`src/rv_pipe_cfg.svh`:
```
// rv pipe configuration
// widths, reset address and the RV32I opcodes the pipeline runs

`ifndef RV_PIPE_CFG_SVH
`define RV_PIPE_CFG_SVH

// data and address width
`define XLEN      32

// architectural registers
`define REG_COUNT 32
`define REG_AW    5

`define RESET_PC  32'h0000_0000

// major opcodes
`define OPC_OP     7'b0110011
`define OPC_IMM    7'b0010011
`define OPC_LUI    7'b0110111
`define OPC_BRANCH 7'b1100011

`endif

```
`src/rv_pipe_pkg.sv`:
```
// rv pipe types
// instruction word views, ALU operations and branch conditions

`include "rv_pipe_cfg.svh"

package rv_pipe_pkg;

  typedef struct packed {
    logic [6:0]         funct7;
    logic [`REG_AW-1:0] rs2;
    logic [`REG_AW-1:0] rs1;
    logic [2:0]         funct3;
    logic [`REG_AW-1:0] rd;
    logic [6:0]         opcode;
  } r_fmt_t;

  typedef struct packed {
    logic [11:0]        imm12;
    logic [`REG_AW-1:0] rs1;
    logic [2:0]         funct3;
    logic [`REG_AW-1:0] rd;
    logic [6:0]         opcode;
  } i_fmt_t;

  typedef struct packed {
    logic [6:0]         imm_hi;  // imm[12], imm[10:5]
    logic [`REG_AW-1:0] rs2;
    logic [`REG_AW-1:0] rs1;
    logic [2:0]         funct3;
    logic [4:0]         imm_lo;  // imm[4:1], imm[11]
    logic [6:0]         opcode;
  } b_fmt_t;

  typedef struct packed {
    logic [19:0]        imm20;
    logic [`REG_AW-1:0] rd;
    logic [6:0]         opcode;
  } u_fmt_t;

  // one instruction word, four ways to read it
  typedef union packed {
    r_fmt_t r_fmt;
    i_fmt_t i_fmt;
    b_fmt_t b_fmt;
    u_fmt_t u_fmt;
  } inst_u;

  typedef enum logic [3:0] {
    ALU_ADD, ALU_SUB, ALU_SLL, ALU_SLT, ALU_SLTU, ALU_XOR,
    ALU_SRL, ALU_SRA, ALU_OR, ALU_AND, ALU_PASS_B
  } alu_op_e;

  typedef enum logic [2:0] {
    BR_NONE, BR_EQ, BR_NE, BR_LT, BR_GE, BR_LTU, BR_GEU
  } br_cond_e;

endpackage

```
`src/rv_decode.sv`:
```
// rv decode stage
// splits the instruction word, builds immediates and ALU/branch control,
// then registers it all into the decode/execute register

`include "rv_pipe_cfg.svh"

module rv_decode
  import rv_pipe_pkg::*;
(
  input  logic               clk,
  input  logic               rst,
  input  logic               flush,
  input  logic               f_valid,
  input  logic [`XLEN-1:0]   f_pc,
  input  logic [`XLEN-1:0]   f_inst,
  output logic [`REG_AW-1:0] rs1,
  output logic [`REG_AW-1:0] rs2,
  input  logic [`XLEN-1:0]   rdata1,
  input  logic [`XLEN-1:0]   rdata2,
  output logic               d_valid,
  output logic [`XLEN-1:0]   d_pc,
  output logic [`REG_AW-1:0] d_rd,
  output logic [`REG_AW-1:0] d_rs1,
  output logic [`REG_AW-1:0] d_rs2,
  output logic [`XLEN-1:0]   d_op1,
  output logic [`XLEN-1:0]   d_op2,
  output logic [`XLEN-1:0]   d_imm,
  output alu_op_e            d_alu_op,
  output logic               d_use_imm,
  output br_cond_e           d_br_cond,
  output logic               d_wr
);

  inst_u            inst;
  logic [`XLEN-1:0] imm_i, imm_b, imm_u, imm_sh;
  logic [`XLEN-1:0] imm;
  logic             known, use_imm, wr;
  alu_op_e          alu_op;
  br_cond_e         br_cond;

  // funct3 map shared by OP and OP-IMM, alt selects sub / sra
  function automatic alu_op_e alu_from_funct3(input logic [2:0] funct3, input logic alt);
    case (funct3)
      3'b000:  return alt ? ALU_SUB : ALU_ADD;
      3'b001:  return ALU_SLL;
      3'b010:  return ALU_SLT;
      3'b011:  return ALU_SLTU;
      3'b100:  return ALU_XOR;
      3'b101:  return alt ? ALU_SRA : ALU_SRL;
      3'b110:  return ALU_OR;
      default: return ALU_AND;
    endcase
  endfunction

  assign inst = f_inst;
  assign rs1  = inst.r_fmt.rs1;
  assign rs2  = inst.r_fmt.rs2;

  assign imm_i  = {{(`XLEN-12){inst.i_fmt.imm12[11]}}, inst.i_fmt.imm12};
  assign imm_b  = {{(`XLEN-12){inst.b_fmt.imm_hi[6]}}, inst.b_fmt.imm_lo[0],
                   inst.b_fmt.imm_hi[5:0], inst.b_fmt.imm_lo[4:1], 1'b0};
  assign imm_u  = {inst.u_fmt.imm20, 12'b0};
  assign imm_sh = {{(`XLEN-5){1'b0}}, inst.i_fmt.imm12[4:0]};  // shamt

  always_comb
  begin
    known   = 1'b0;
    wr      = 1'b0;
    use_imm = 1'b0;
    imm     = imm_i;
    alu_op  = ALU_ADD;
    br_cond = BR_NONE;
    case (inst.r_fmt.opcode)
      `OPC_OP:
      begin
        known  = 1'b1;
        wr     = 1'b1;
        alu_op = alu_from_funct3(inst.r_fmt.funct3, inst.r_fmt.funct7[5]);
      end
      `OPC_IMM:
      begin
        known   = 1'b1;
        wr      = 1'b1;
        use_imm = 1'b1;
        // no subi, bit 30 only matters for the right shift
        alu_op  = alu_from_funct3(inst.i_fmt.funct3,
                                  inst.i_fmt.funct3 == 3'b101 && inst.r_fmt.funct7[5]);
        if (inst.i_fmt.funct3 == 3'b001 || inst.i_fmt.funct3 == 3'b101)
          imm = imm_sh;
      end
      `OPC_LUI:
      begin
        known   = 1'b1;
        wr      = 1'b1;
        use_imm = 1'b1;
        imm     = imm_u;
        alu_op  = ALU_PASS_B;
      end
      `OPC_BRANCH:
      begin
        imm   = imm_b;
        known = 1'b1;
        case (inst.b_fmt.funct3)
          3'b000:  br_cond = BR_EQ;
          3'b001:  br_cond = BR_NE;
          3'b100:  br_cond = BR_LT;
          3'b101:  br_cond = BR_GE;
          3'b110:  br_cond = BR_LTU;
          3'b111:  br_cond = BR_GEU;
          default: known   = 1'b0;   // 010 and 011 are not branches
        endcase
      end
      default: known = 1'b0;
    endcase
  end

  always_ff @(posedge clk)
  begin
    if (rst)
      d_valid <= 1'b0;
    else
      d_valid <= f_valid && known && !flush;  // unknown opcode becomes a bubble
  end

  always_ff @(posedge clk)
  begin
    d_pc      <= f_pc;
    d_rd      <= inst.r_fmt.rd;
    d_rs1     <= inst.r_fmt.rs1;
    d_rs2     <= inst.r_fmt.rs2;
    d_op1     <= rdata1;
    d_op2     <= rdata2;
    d_imm     <= imm;
    d_alu_op  <= alu_op;
    d_use_imm <= use_imm;
    d_br_cond <= br_cond;
    d_wr      <= wr;
  end

endmodule

```
`src/rv_execute.sv`:
```
// rv execute stage
// forwarding from writeback, ALU, branch resolve and redirect

`include "rv_pipe_cfg.svh"

module rv_execute
  import rv_pipe_pkg::*;
(
  input  logic               d_valid,
  input  logic [`XLEN-1:0]   d_pc,
  input  logic [`REG_AW-1:0] d_rd,
  input  logic [`REG_AW-1:0] d_rs1,
  input  logic [`REG_AW-1:0] d_rs2,
  input  logic [`XLEN-1:0]   d_op1,
  input  logic [`XLEN-1:0]   d_op2,
  input  logic [`XLEN-1:0]   d_imm,
  input  alu_op_e            d_alu_op,
  input  logic               d_use_imm,
  input  br_cond_e           d_br_cond,
  input  logic               d_wr,
  input  logic               wb_valid,
  input  logic [`REG_AW-1:0] wb_rd,
  input  logic [`XLEN-1:0]   wb_data,
  output logic               e_valid,
  output logic [`REG_AW-1:0] e_rd,
  output logic [`XLEN-1:0]   e_data,
  output logic               redirect,
  output logic [`XLEN-1:0]   redirect_pc
);

  logic [`XLEN-1:0] src_a;    // rs1 after forwarding
  logic [`XLEN-1:0] src_b;    // rs2 after forwarding
  logic [`XLEN-1:0] alu_b;
  logic [`XLEN-1:0] alu_out;
  logic [4:0]       shamt;
  logic             lt_s, lt_u, eq;
  logic             taken;

  // wb_valid is never set for x0, so no rd check needed here
  assign src_a = (wb_valid && wb_rd == d_rs1) ? wb_data : d_op1;
  assign src_b = (wb_valid && wb_rd == d_rs2) ? wb_data : d_op2;

  assign alu_b = d_use_imm ? d_imm : src_b;
  assign shamt = alu_b[4:0];

  always_comb
  begin
    case (d_alu_op)
      ALU_ADD:    alu_out = src_a + alu_b;
      ALU_SUB:    alu_out = src_a - alu_b;
      ALU_SLL:    alu_out = src_a << shamt;
      ALU_SLT:    alu_out = {{(`XLEN-1){1'b0}}, $signed(src_a) < $signed(alu_b)};
      ALU_SLTU:   alu_out = {{(`XLEN-1){1'b0}}, src_a < alu_b};
      ALU_XOR:    alu_out = src_a ^ alu_b;
      ALU_SRL:    alu_out = src_a >> shamt;
      ALU_SRA:    alu_out = $signed(src_a) >>> shamt;  // keeps the sign bit
      ALU_OR:     alu_out = src_a | alu_b;
      ALU_AND:    alu_out = src_a & alu_b;
      ALU_PASS_B: alu_out = alu_b;                     // lui
      default:    alu_out = '0;
    endcase
  end

  // branch compare always on the two registers
  assign eq   = (src_a == src_b);
  assign lt_s = ($signed(src_a) < $signed(src_b));
  assign lt_u = (src_a < src_b);

  always_comb
  begin
    case (d_br_cond)
      BR_EQ:   taken = eq;
      BR_NE:   taken = !eq;
      BR_LT:   taken = lt_s;
      BR_GE:   taken = !lt_s;
      BR_LTU:  taken = lt_u;
      BR_GEU:  taken = !lt_u;
      default: taken = 1'b0;
    endcase
  end

  // predicted not taken, so only a taken branch redirects
  assign redirect    = d_valid && taken;
  assign redirect_pc = d_pc + d_imm;

  // branches come with d_wr low
  assign e_valid = d_valid && d_wr && (d_rd != '0);
  assign e_rd    = d_rd;
  assign e_data  = alu_out;

endmodule

```
`src/rv_fetch.sv`:
```
// rv fetch stage
// program counter, fetch/decode register, branch redirect and stop on a zero word

`include "rv_pipe_cfg.svh"

module rv_fetch (
  input  logic              clk,
  input  logic              rst,
  input  logic [`XLEN-1:0]  inst_word,
  input  logic              redirect,
  input  logic [`XLEN-1:0]  redirect_pc,
  output logic [`XLEN-1:0]  inst_addr,
  output logic              f_valid,
  output logic [`XLEN-1:0]  f_pc,
  output logic [`XLEN-1:0]  f_inst,
  output logic              fetch_stopped
);

  logic [`XLEN-1:0] pc;
  logic             zero_word;

  assign inst_addr = pc;
  assign zero_word = (inst_word == '0);

  // pc, predicted not taken
  always_ff @(posedge clk)
  begin
    if (rst)
      pc <= `RESET_PC;
    else if (redirect)
      pc <= redirect_pc;             // taken branch wins over everything
    else if (!fetch_stopped && !zero_word)
      pc <= pc + 4;
  end

  // once the last word is seen fetch stays stopped until reset
  always_ff @(posedge clk)
  begin
    if (rst)
      fetch_stopped <= 1'b0;
    else if (!redirect && zero_word)
      fetch_stopped <= 1'b1;
  end

  always_ff @(posedge clk)
  begin
    if (rst)
      f_valid <= 1'b0;
    else
      f_valid <= !redirect && !fetch_stopped && !zero_word;
  end

  always_ff @(posedge clk)
  begin
    f_pc   <= pc;
    f_inst <= inst_word;
  end

endmodule

```
`src/rv_pipe_top.sv`:
```
// rv pipe top
// four-stage RV32I integer pipeline: fetch, decode, execute, writeback

`include "rv_pipe_cfg.svh"

module rv_pipe_top
  import rv_pipe_pkg::*;
(
  input  logic               clk,
  input  logic               rst,
  output logic [`XLEN-1:0]   inst_addr,
  input  logic [`XLEN-1:0]   inst_word,
  output logic               retire_valid,
  output logic [`REG_AW-1:0] retire_rd,
  output logic [`XLEN-1:0]   retire_data,
  output logic               halt
);

  logic               f_valid, fetch_stopped;
  logic [`XLEN-1:0]   f_pc, f_inst;
  logic [`REG_AW-1:0] rs1, rs2;
  logic [`XLEN-1:0]   rdata1, rdata2;
  logic               d_valid, d_use_imm, d_wr;
  logic [`XLEN-1:0]   d_pc, d_op1, d_op2, d_imm;
  logic [`REG_AW-1:0] d_rd, d_rs1, d_rs2;
  alu_op_e            d_alu_op;
  br_cond_e           d_br_cond;
  logic               e_valid, redirect;
  logic [`REG_AW-1:0] e_rd;
  logic [`XLEN-1:0]   e_data, redirect_pc;

  rv_fetch u_fetch (
    .clk, .rst, .inst_word, .redirect, .redirect_pc, .inst_addr,
    .f_valid, .f_pc, .f_inst, .fetch_stopped
  );

  rv_decode u_decode (
    .clk, .rst, .flush(redirect), .f_valid, .f_pc, .f_inst, .rs1, .rs2, .rdata1, .rdata2,
    .d_valid, .d_pc, .d_rd, .d_rs1, .d_rs2, .d_op1, .d_op2, .d_imm, .d_alu_op,
    .d_use_imm, .d_br_cond, .d_wr
  );

  rv_execute u_execute (
    .d_valid, .d_pc, .d_rd, .d_rs1, .d_rs2, .d_op1, .d_op2, .d_imm, .d_alu_op,
    .d_use_imm, .d_br_cond, .d_wr,
    .wb_valid(retire_valid), .wb_rd(retire_rd), .wb_data(retire_data),  // forward path
    .e_valid, .e_rd, .e_data, .redirect, .redirect_pc
  );

  rv_regfile u_regfile (
    .clk, .rst, .rs1, .rs2, .rdata1, .rdata2, .e_valid, .e_rd, .e_data,
    .retire_valid, .retire_rd, .retire_data
  );

  // sticky once fetch has stopped and the pipe has drained
  always_ff @(posedge clk)
  begin
    if (rst)
      halt <= 1'b0;
    else if (fetch_stopped && !f_valid && !d_valid && !retire_valid)
      halt <= 1'b1;
  end

endmodule

```
`src/rv_regfile.sv`:
```
// rv register file
// writeback register driving the retire port, 32 x XLEN array with write bypass

`include "rv_pipe_cfg.svh"

module rv_regfile (
  input  logic               clk,
  input  logic               rst,
  input  logic [`REG_AW-1:0] rs1,
  input  logic [`REG_AW-1:0] rs2,
  output logic [`XLEN-1:0]   rdata1,
  output logic [`XLEN-1:0]   rdata2,
  input  logic               e_valid,
  input  logic [`REG_AW-1:0] e_rd,
  input  logic [`XLEN-1:0]   e_data,
  output logic               retire_valid,
  output logic [`REG_AW-1:0] retire_rd,
  output logic [`XLEN-1:0]   retire_data
);

  logic [`XLEN-1:0] regs [`REG_COUNT];

  // writeback stage
  always_ff @(posedge clk)
  begin
    if (rst)
      retire_valid <= 1'b0;
    else
      retire_valid <= e_valid;
  end

  always_ff @(posedge clk)
  begin
    retire_rd   <= e_rd;
    retire_data <= e_data;
  end

  always_ff @(posedge clk)
  begin
    if (retire_valid)
      regs[retire_rd] <= retire_data;
  end

  // x0 reads zero, a register being written this cycle reads the new value
  assign rdata1 = (rs1 == '0) ? '0 :
                  (retire_valid && retire_rd == rs1) ? retire_data : regs[rs1];
  assign rdata2 = (rs2 == '0) ? '0 :
                  (retire_valid && retire_rd == rs2) ? retire_data : regs[rs2];

endmodule

```
`config.mk`:
```
export PLATFORM = sky130hd
export DESIGN_NAME = rv_pipe_top
export DESIGN_NICKNAME = d
export VERILOG_FILES = /design/src/rv_pipe_pkg.sv /design/src/rv_decode.sv /design/src/rv_execute.sv /design/src/rv_fetch.sv /design/src/rv_pipe_top.sv /design/src/rv_regfile.sv
export VERILOG_INCLUDE_DIRS = /design/src
export SDC_FILE = /design/constraint.sdc
export NUM_CORES = 2
export LEC_CHECK = 0
export BUFFER_PORTS_ARGS = -buffer_cell sky130_fd_sc_hd__clkbuf_2
export CORE_AREA = 10 10 372 374
export CTS_CLUSTER_SIZE = 14
export DETAILED_ROUTE_END_ITERATION = 7
export DIE_AREA = 0 0 382 384
export PLACE_DENSITY = 0.69
export SYNTH_ARGS = -nofsm -noshare
export SYNTH_HDL_FRONTEND = slang
export SYNTH_HIERARCHICAL = 1
export SYNTH_SLANG_ARGS = --single-unit
```
`constraint.sdc`:
```
create_clock -name clk -period 5.1 [get_ports clk]
set_input_delay 1.02 -clock clk [delete_from_list [all_inputs] [get_ports clk]]
set_output_delay 1.02 -clock clk [all_outputs]
set_load 0.005 [all_outputs]
```
# After elaboration in Yosys (flattened, before gate mapping)
# Memory sizes are Yosys's and may differ from the RTL's. A register that Yosys moved wholly into a read port is not among the register bits.
# Cells that the tools add are included.
[totals]
ff_bits = 226
memories = 1
ram_bits = 1024
word_cells = 122
in_bits = 34
[classes]
muxes = 23
addsub = 4
shifts = 3
n_reduce_logical = 35
n_lt_le_gt_ge = 4
n_eq_ne = 30
bitwise = 3
[memory_table]
columns = ["memory", "depth", "width", "rd", "rd_ports_with_merged_regs", "wr", "line", "text"]
rows = [
  ["u_regfile.regs", 32, 32, 2, 2, 1, "rv_regfile.sv:21", "logic [`XLEN-1:0] regs [`REG_COUNT];"],
]
[op_table]
columns = ["operator", "n"]
rows = [
  ["case mux 32 bit (11 select lines)", 1],
  ["two-way mux 32 bit", 6],
  ["less-than comparator 32 bit", 4],
  ["case mux 32 bit (3 select lines)", 1],
  ["adder 32 bit", 2],
  ["case mux 4 bit (7 select lines)", 2],
  ["adder 32 x 3 -> 32 bit (second input constant)", 1],
  ["AND 32 bit", 1],
  ["equality test 32 bit", 1],
  ["logical NOT 32 bit", 1],
  ["OR 32 bit", 1],
  ["<< shifter 32 x 5 -> 32 bit", 1],
  ["right shift 32 x 5 -> 32 bit", 1],
  [">>> shifter 32 x 5 -> 32 bit", 1],
  ["subtractor 32 bit", 1],
  ["XOR 32 bit", 1],
  ["equality test 3 bit (second input constant)", 7],
  ["case mux 3 bit (6 select lines)", 1],
  ["equality test 4 x 3 -> 1 bit (second input constant)", 4],
  ["logical AND 1 bit", 15],
  ["equality test 7 x 6 -> 1 bit (second input constant)", 2],
  ["equality test 3 x 2 -> 1 bit (second input constant)", 4],
  ["equality test 4 bit (second input constant)", 3],
  ["case mux 4 bit (3 select lines)", 1],
  ["other kinds (19)", 39],
]

# Longest topological paths before layout
[logic_depth]
word_depth = 10
mapped_depth = 23
depth_no_buf = 20

# Hierarchy
# Netlist, hierarchy kept.
[by_module_without_submodules]
columns = ["mod", "seq_area_each_um2", "n_inst", "area_each_um2", "cells_per_inst"]
rows = [
  ["rv_regfile", 31510.2, 1, 49052.0, 2699],
  ["rv_execute", 0.0, 1, 12669.7, 1906],
  ["rv_decode", 3062.9, 1, 3754.9, 252],
  ["rv_fetch", 1961.9, 1, 3359.5, 318],
  ["rv_pipe_top", 20.0, 1, 38.8, 4],
]

# Worst setup path before layout
# OpenSTA, ideal clock, no wires.
[synth_timing]
path_type = "register to register"
startpoint = "register u_regfile.retire_rd[4]"
endpoint = "register u_regfile.retire_data[26]"
stages_incl_launch_ff = 21
setup_ps = 134
required_ps = 4966
arrival_time_ps = 5036
slack_ps = -70
path_cell_list = "dfxtp_1 xnor2_1 nand4_1 nor2_1 buf_2 buf_1 mux2i_1 nand2_1 o21ai_0 inv_1 ha_1 nor4_2 nor4b_1 o31ai_1 a31oi_1 a31oi_1 o221ai_2 a211oi_1 o21a_1 o32a_1 or4_1"
[synth_via]
elab_chain_len = 6
[synth_lines]
columns = ["element", "line", "text"]
rows = [
  ["start, declared", "rv_regfile.sv:17", "output logic [`REG_AW-1:0] retire_rd,"],
  ["start signal, assigned", "rv_regfile.sv:34", "retire_rd <= e_rd;"],
  ["equality test 5 bit", "rv_execute.sv:41", "assign src_b = (wb_valid && wb_rd == d_rs2) ? wb_data : d_op2;"],
  ["logical AND 1 bit", "rv_execute.sv:41", ""],
  ["two-way mux 32 bit", "rv_execute.sv:41", ""],
  ["two-way mux 32 bit", "rv_execute.sv:43", "assign alu_b = d_use_imm ? d_imm : src_b;"],
  ["subtractor 32 bit, or another cell as far along", "rv_execute.sv:50", "ALU_SUB: alu_out = src_a - alu_b;"],
  ["case mux 32 bit (11 select lines) (*)", "rv_execute.sv:48", "case (d_alu_op)"],
  ["via e_data[26]", "rv_pipe_top.sv:30", "logic [`XLEN-1:0] e_data, redirect_pc;"],
  ["end signal, assigned", "rv_regfile.sv:35", "retire_data <= e_data;"],
  ["end, declared", "rv_regfile.sv:18", "output logic [`XLEN-1:0] retire_data"],
]
# The timed path passes the listed nets; every way through them passes the cells marked *.
# A chain may end at the register's enable or synchronous reset.

# Final worst setup path
[layout_timing]
startpoint = "register u_regfile.retire_rd[2]"
endpoint = "register u_regfile.retire_data[26]"
# The elaborated chain is that of the path after synthesis.

==> impl.org <==
** Logic synthesis
- The share of synthesized area in the top cell type comes to 44.6%.
- FFs w/ async S/R, synth :: 0%
- Counting flops with a built-in enable in the synthesized netlist gives 1024.
- Of the total synthesized cell area, the portion taken by AND, OR, NAND and NOR gates is 6.92%.
- Averaged over all synthesized cells, the footprint is 13.3 um2.
- Summing the areas of all fa, ha and maj instances in the mapped netlist gives 3.03% of the synthesized area.
- Compound-cell area share of the yosys netlist :: 13.3%
- By count the netlist is led by edfxtp_1 (1024), mux2i_1 (437), mux4_2 (358).
- Among all cell types in the netlist, the one instantiated most often is edfxtp_1.
- Measured against the total synthesized area, the mux share comes to 19.2%.
- Cells after synthesis :: 5179
- Counting flops and latches in the post-synthesis netlist gives 1314.
- After synthesis, flip-flops and latches occupy 53.1% of the total area.
- Syn_nets :: 5378
- Unique masters post-synth :: 110
- After synthesis, the cell types taking the most area are edfxtp_1 (45%), mux4_2 (12%), dfxtp_1 (8.4%).
- In this run the cell area of the synthesized design comes to 0.0689 mm2.
- Summing the areas of all xor and xnor instances in the mapped netlist gives 0.776% of the synthesized area.
- Summed over all instances, the cell type with the most area after synthesis is edfxtp_1.
- For this run, the leading register cell type out of synthesis is edfxtp_1.
- Warnings, synthesis :: 6
- Largest family of logic cells by synthesized area :: multiplexers

** Detailed routing
- Number of DRC markers in iteration 0 :: 8094
- The routed design has 268 mm of wire.
- The first TritonRoute pass finished after 6 iterations.
- For this run, design rule violations remaining after detail routing come to 0.
- The count of nets left with antenna violations once routing finished came out at 0.
- Via count :: 52869
- Via density :: 7.20
- Average wire per cell in the routed design :: 36.5 um

** Power and ir drop
- Leakage power of the design :: 28.1 nW
- Summing internal, switching and leakage power gives 0.0296 W.
- Pwr Density :: 377 mW/mm2
- Across the VDD grid, the largest voltage drop is 0.433 mV.

** Critical path
- STA classifies the critical path endpoint as a register.
- Origin of the critical flop-to-flop path :: u_regfile/retire_rd[2]
- Arrival time worst endpoint :: 5.60 ns
- The slowest stage of the critical path is the or4_1 cell.
- Critical path startpoint category :: register
- Largest fanout of any net on the critical path :: 9
- In this design, the stage delay of the slowest critical-path cell is 0.53 ns.
- Measured in cells, the most critical reg-to-reg path has a length of 21.
- Setup slack on the worst flop-to-flop path :: 0.16 ns
- Critical path cell sequence :: xnor2_1 -> buf_4 -> nand4_1 -> nor2_4 -> buf_12 -> buf_6 -> mux2i_1 -> a21o_1 -> inv_1 -> ha_1 -> nor4_4 -> nor4b_2 -> o31ai_1 -> a31oi_1 -> buf_4 -> a31oi_1 -> o221ai_2 -> a211oi_1 -> o21a_1 -> o32a_1 -> or4_1
- The critical path is of the register to register type.
- Capture instance of the worst register-to-register path :: u_regfile/retire_data[26]
- At the worst endpoint, the required time is 5.76 ns.

** Clocking
- Clock latency on the worst-skew pair, taken at its later pin, is 0.82 ns.
- After clock tree synthesis, the clock-pin slew on the worst setup and hold paths is 0.07 ns.
- Total clock buffers created by CTS :: 139
- H-tree depth :: 4
- In this run the deepest clock path goes through 3 buffers.
- TritonCTS built the clock tree.
- Clk root buf :: clkbuf_16
- Clock tree synthesis found a total of 1314 sinks.

** Global routing
- Global-route wire length before repair :: 377 mm
- The number of antenna violations at the first check in global routing came to 18.
- Entering global routing, the biggest net connects 87 pins.
- Global routing used 35.6% of the available tracks across all layers.
- The via count of the first global-routing pass is 51008.
- After global routing the overflow that remains totals 0.

** Finish
- Of the cells placed in the final design, the portion with a size suffix greater than 1 is 23.9%.
- From synthesis to final layout, the design area changed by 13.7%.
- Cells fill 59.9% of the core in the end.
- Final net count :: 5669

** Floorplanning
- After floorplanning, the core was sized to cover 0.131 mm2.
- The die covers 0.147 mm2.
- Num rows :: 133
- Die outline width :: 382 um
- The initial utilization of the core area, before any placement, comes to 52.7%.
- The floorplan step set the die height to 384 um.
- Io pins :: 105

** Place
- The count of buffers added on input and output ports is 104.
- Hpwl dp :: 182 mm
- At the end of routability-driven placement, the weighted congestion stood at 1.03.

** Run status
- Violations in the final reports :: capacitance limit, slew limit
- The flow ran to the end, but the final reports show violations.

** STA
- The worst path uses 96.9% of the clock period.
- Headroom to the max-slew limit came out at -1.82%.
- The number of max-slew violations in the final report came to 1.
- At the pin with the least slew margin, the transition time is 1.49 ns.
- For the final database, setup skew stands at 0.0510 ns.
- Final number of hold-violating endpoints :: 0
- Timing would allow up to 0.202 GHz.
- Counting I/O delays and the setup requirement, the final critical path takes 4.94 ns.
- Setup violations remaining at the end of the flow were counted as 0.

** Flow run
- Max-cap violations in this run came to 1.

** Hold path
- The worst hold path belongs to the class register to register.
- Counting instances, the worst hold path has a depth of 0.
- In this run the most critical hold path is launched from u_fetch/f_pc[2].
- The path with the worst hold slack has its endpoint at u_decode/d_pc[2].
[layer usage]
layer / global-route usage [%] / wire length (um)
met5: 0 / 163
met4: 18.4 / 16400
met1: 47.9 / 100000
met3: 9.54 / 34600
met2: 52.8 / 117000
[where the power goes]
part / total (W) / internal [W] / switching (W) / leakage, nW
Sequential: 0.0133 / 0.0127 / 0.000539 / 11.6
Combinational: 0.00621 / 0.00204 / 0.00417 / 14.3
Clock: 0.0101 / 0.00562 / 0.00446 / 2.17
Total: 0.0296 / 0.0204 / 0.00916 / 28.1
[worst max-delay path by stage]
stage,from,end,slack (ns),cells after the start
after floorplan,u_regfile/retire_rd[4],u_fetch/inst_addr[0],0.04,21
after global placement,u_regfile/retire_rd[0],u_fetch/inst_addr[4],0.07,22
after detailed placement,u_regfile/retire_rd[0],u_fetch/inst_addr[4],0.06,21
after CTS,u_regfile/retire_rd[0],u_fetch/inst_addr[4],0.01,21
after global routing,u_regfile/retire_rd[4],u_regfile/retire_data[26],-0.06,21
final,u_regfile/retire_rd[2],u_regfile/retire_data[26],0.16,21
[per-stage QoR]
| step | cell area, um2 | instances | TNS, ns | setup WS, ns | hold WS (ns) |
|---|---|---|---|---|---|
| global placement | 73500 | 7080 | 0 | 0.0705 | 0.310 |
| detailed placement | 73500 | 7080 | 0 | 0.0580 | 0.312 |
| global route | 78300 | 7337 | -0.207 | -0.0642 | 0.319 |
| floorplan | 68900 | 5179 | 0 | 0.0403 | 0.310 |
| finish | 78300 | 7341 | 0 | 0.160 | 0.320 |
| CTS | 78000 | 7333 | 0 | 0.0119 | 0.304 |
[worst max-delay path: cells and delay by family (launching register included)]
kind,cells,cell delay [ns]
XOR/XNOR,1,0.17
multiplexers,1,0.26
AO/OA/AOI/OAI,8,1.56
AND/OR/NAND/NOR,5,1.41
flip-flops,1,0.34
adder cells (fa/ha/maj),1,0.41
buffers and inverters,5,0.63
[layout by cell type, fill, tap and decap left out, types with 104 or more instances in the layout]
master and instances:
mux2i_1 421, dfxtp_1 277, a21oi_1 258, o21ai_0 156
clkbuf_2 104, clkbuf_16 144, buf_4 405, mux4_2 358
nand2_1 278, inv_1 125, a22oi_1 108, edfxtp_1 1024
ha_1 161, nor2_1 236
[logic make-up (layout without fill, tap and decap cells)]
group,Yosys count,after routing
other cells,0,4
xor+xnor,61,61
compound gates,1285,1285
fa+ha+maj,165,165
buf+inv,523,926
mux,854,854
flops,1314,1314
simple gates,977,977
[sequential cells by signal, summed over array words and instances, names as in the netlist, 3 cells and up]
signal	count
u_regfile/regs	1024
u_decode/d_imm	32
u_decode/d_op1	32
u_decode/d_op2	32
u_decode/d_pc	32
u_fetch/f_inst	32
u_fetch/f_pc	32
u_fetch/inst_addr	32
u_regfile/retire_data	32
u_decode/d_rd	5
u_decode/d_rs1	5
u_decode/d_rs2	5
u_regfile/retire_rd	5
u_decode/d_alu_op	4
u_decode/d_br_cond	3
[final cells by class]
cell class | count | area, um2
Sequential cell | 1314 | 36600
Fill cell | 10277 | 52500
Multi-Input combinational cell | 3342 | 30400
Antenna cell | 4 | 10.0
Timing Repair Buffer | 540 | 4160
Clock buffer | 187 | 3840
Tap cell | 1755 | 2200
Clock inverter | 66 | 654
Inverter | 133 | 499
[what timing repair did]
action | 4_1_cts | 5_1_grt
cloned | 0 | 1
buffers inserted | 0 | 3
setup endpoints to repair | 1 | 47
hold buffers | 0 | 0
hold endpoints to repair | 0 | 0
pin swaps | 1 | 9
resized for setup | 3 | 57
Power figures use the tool's default switching activity.
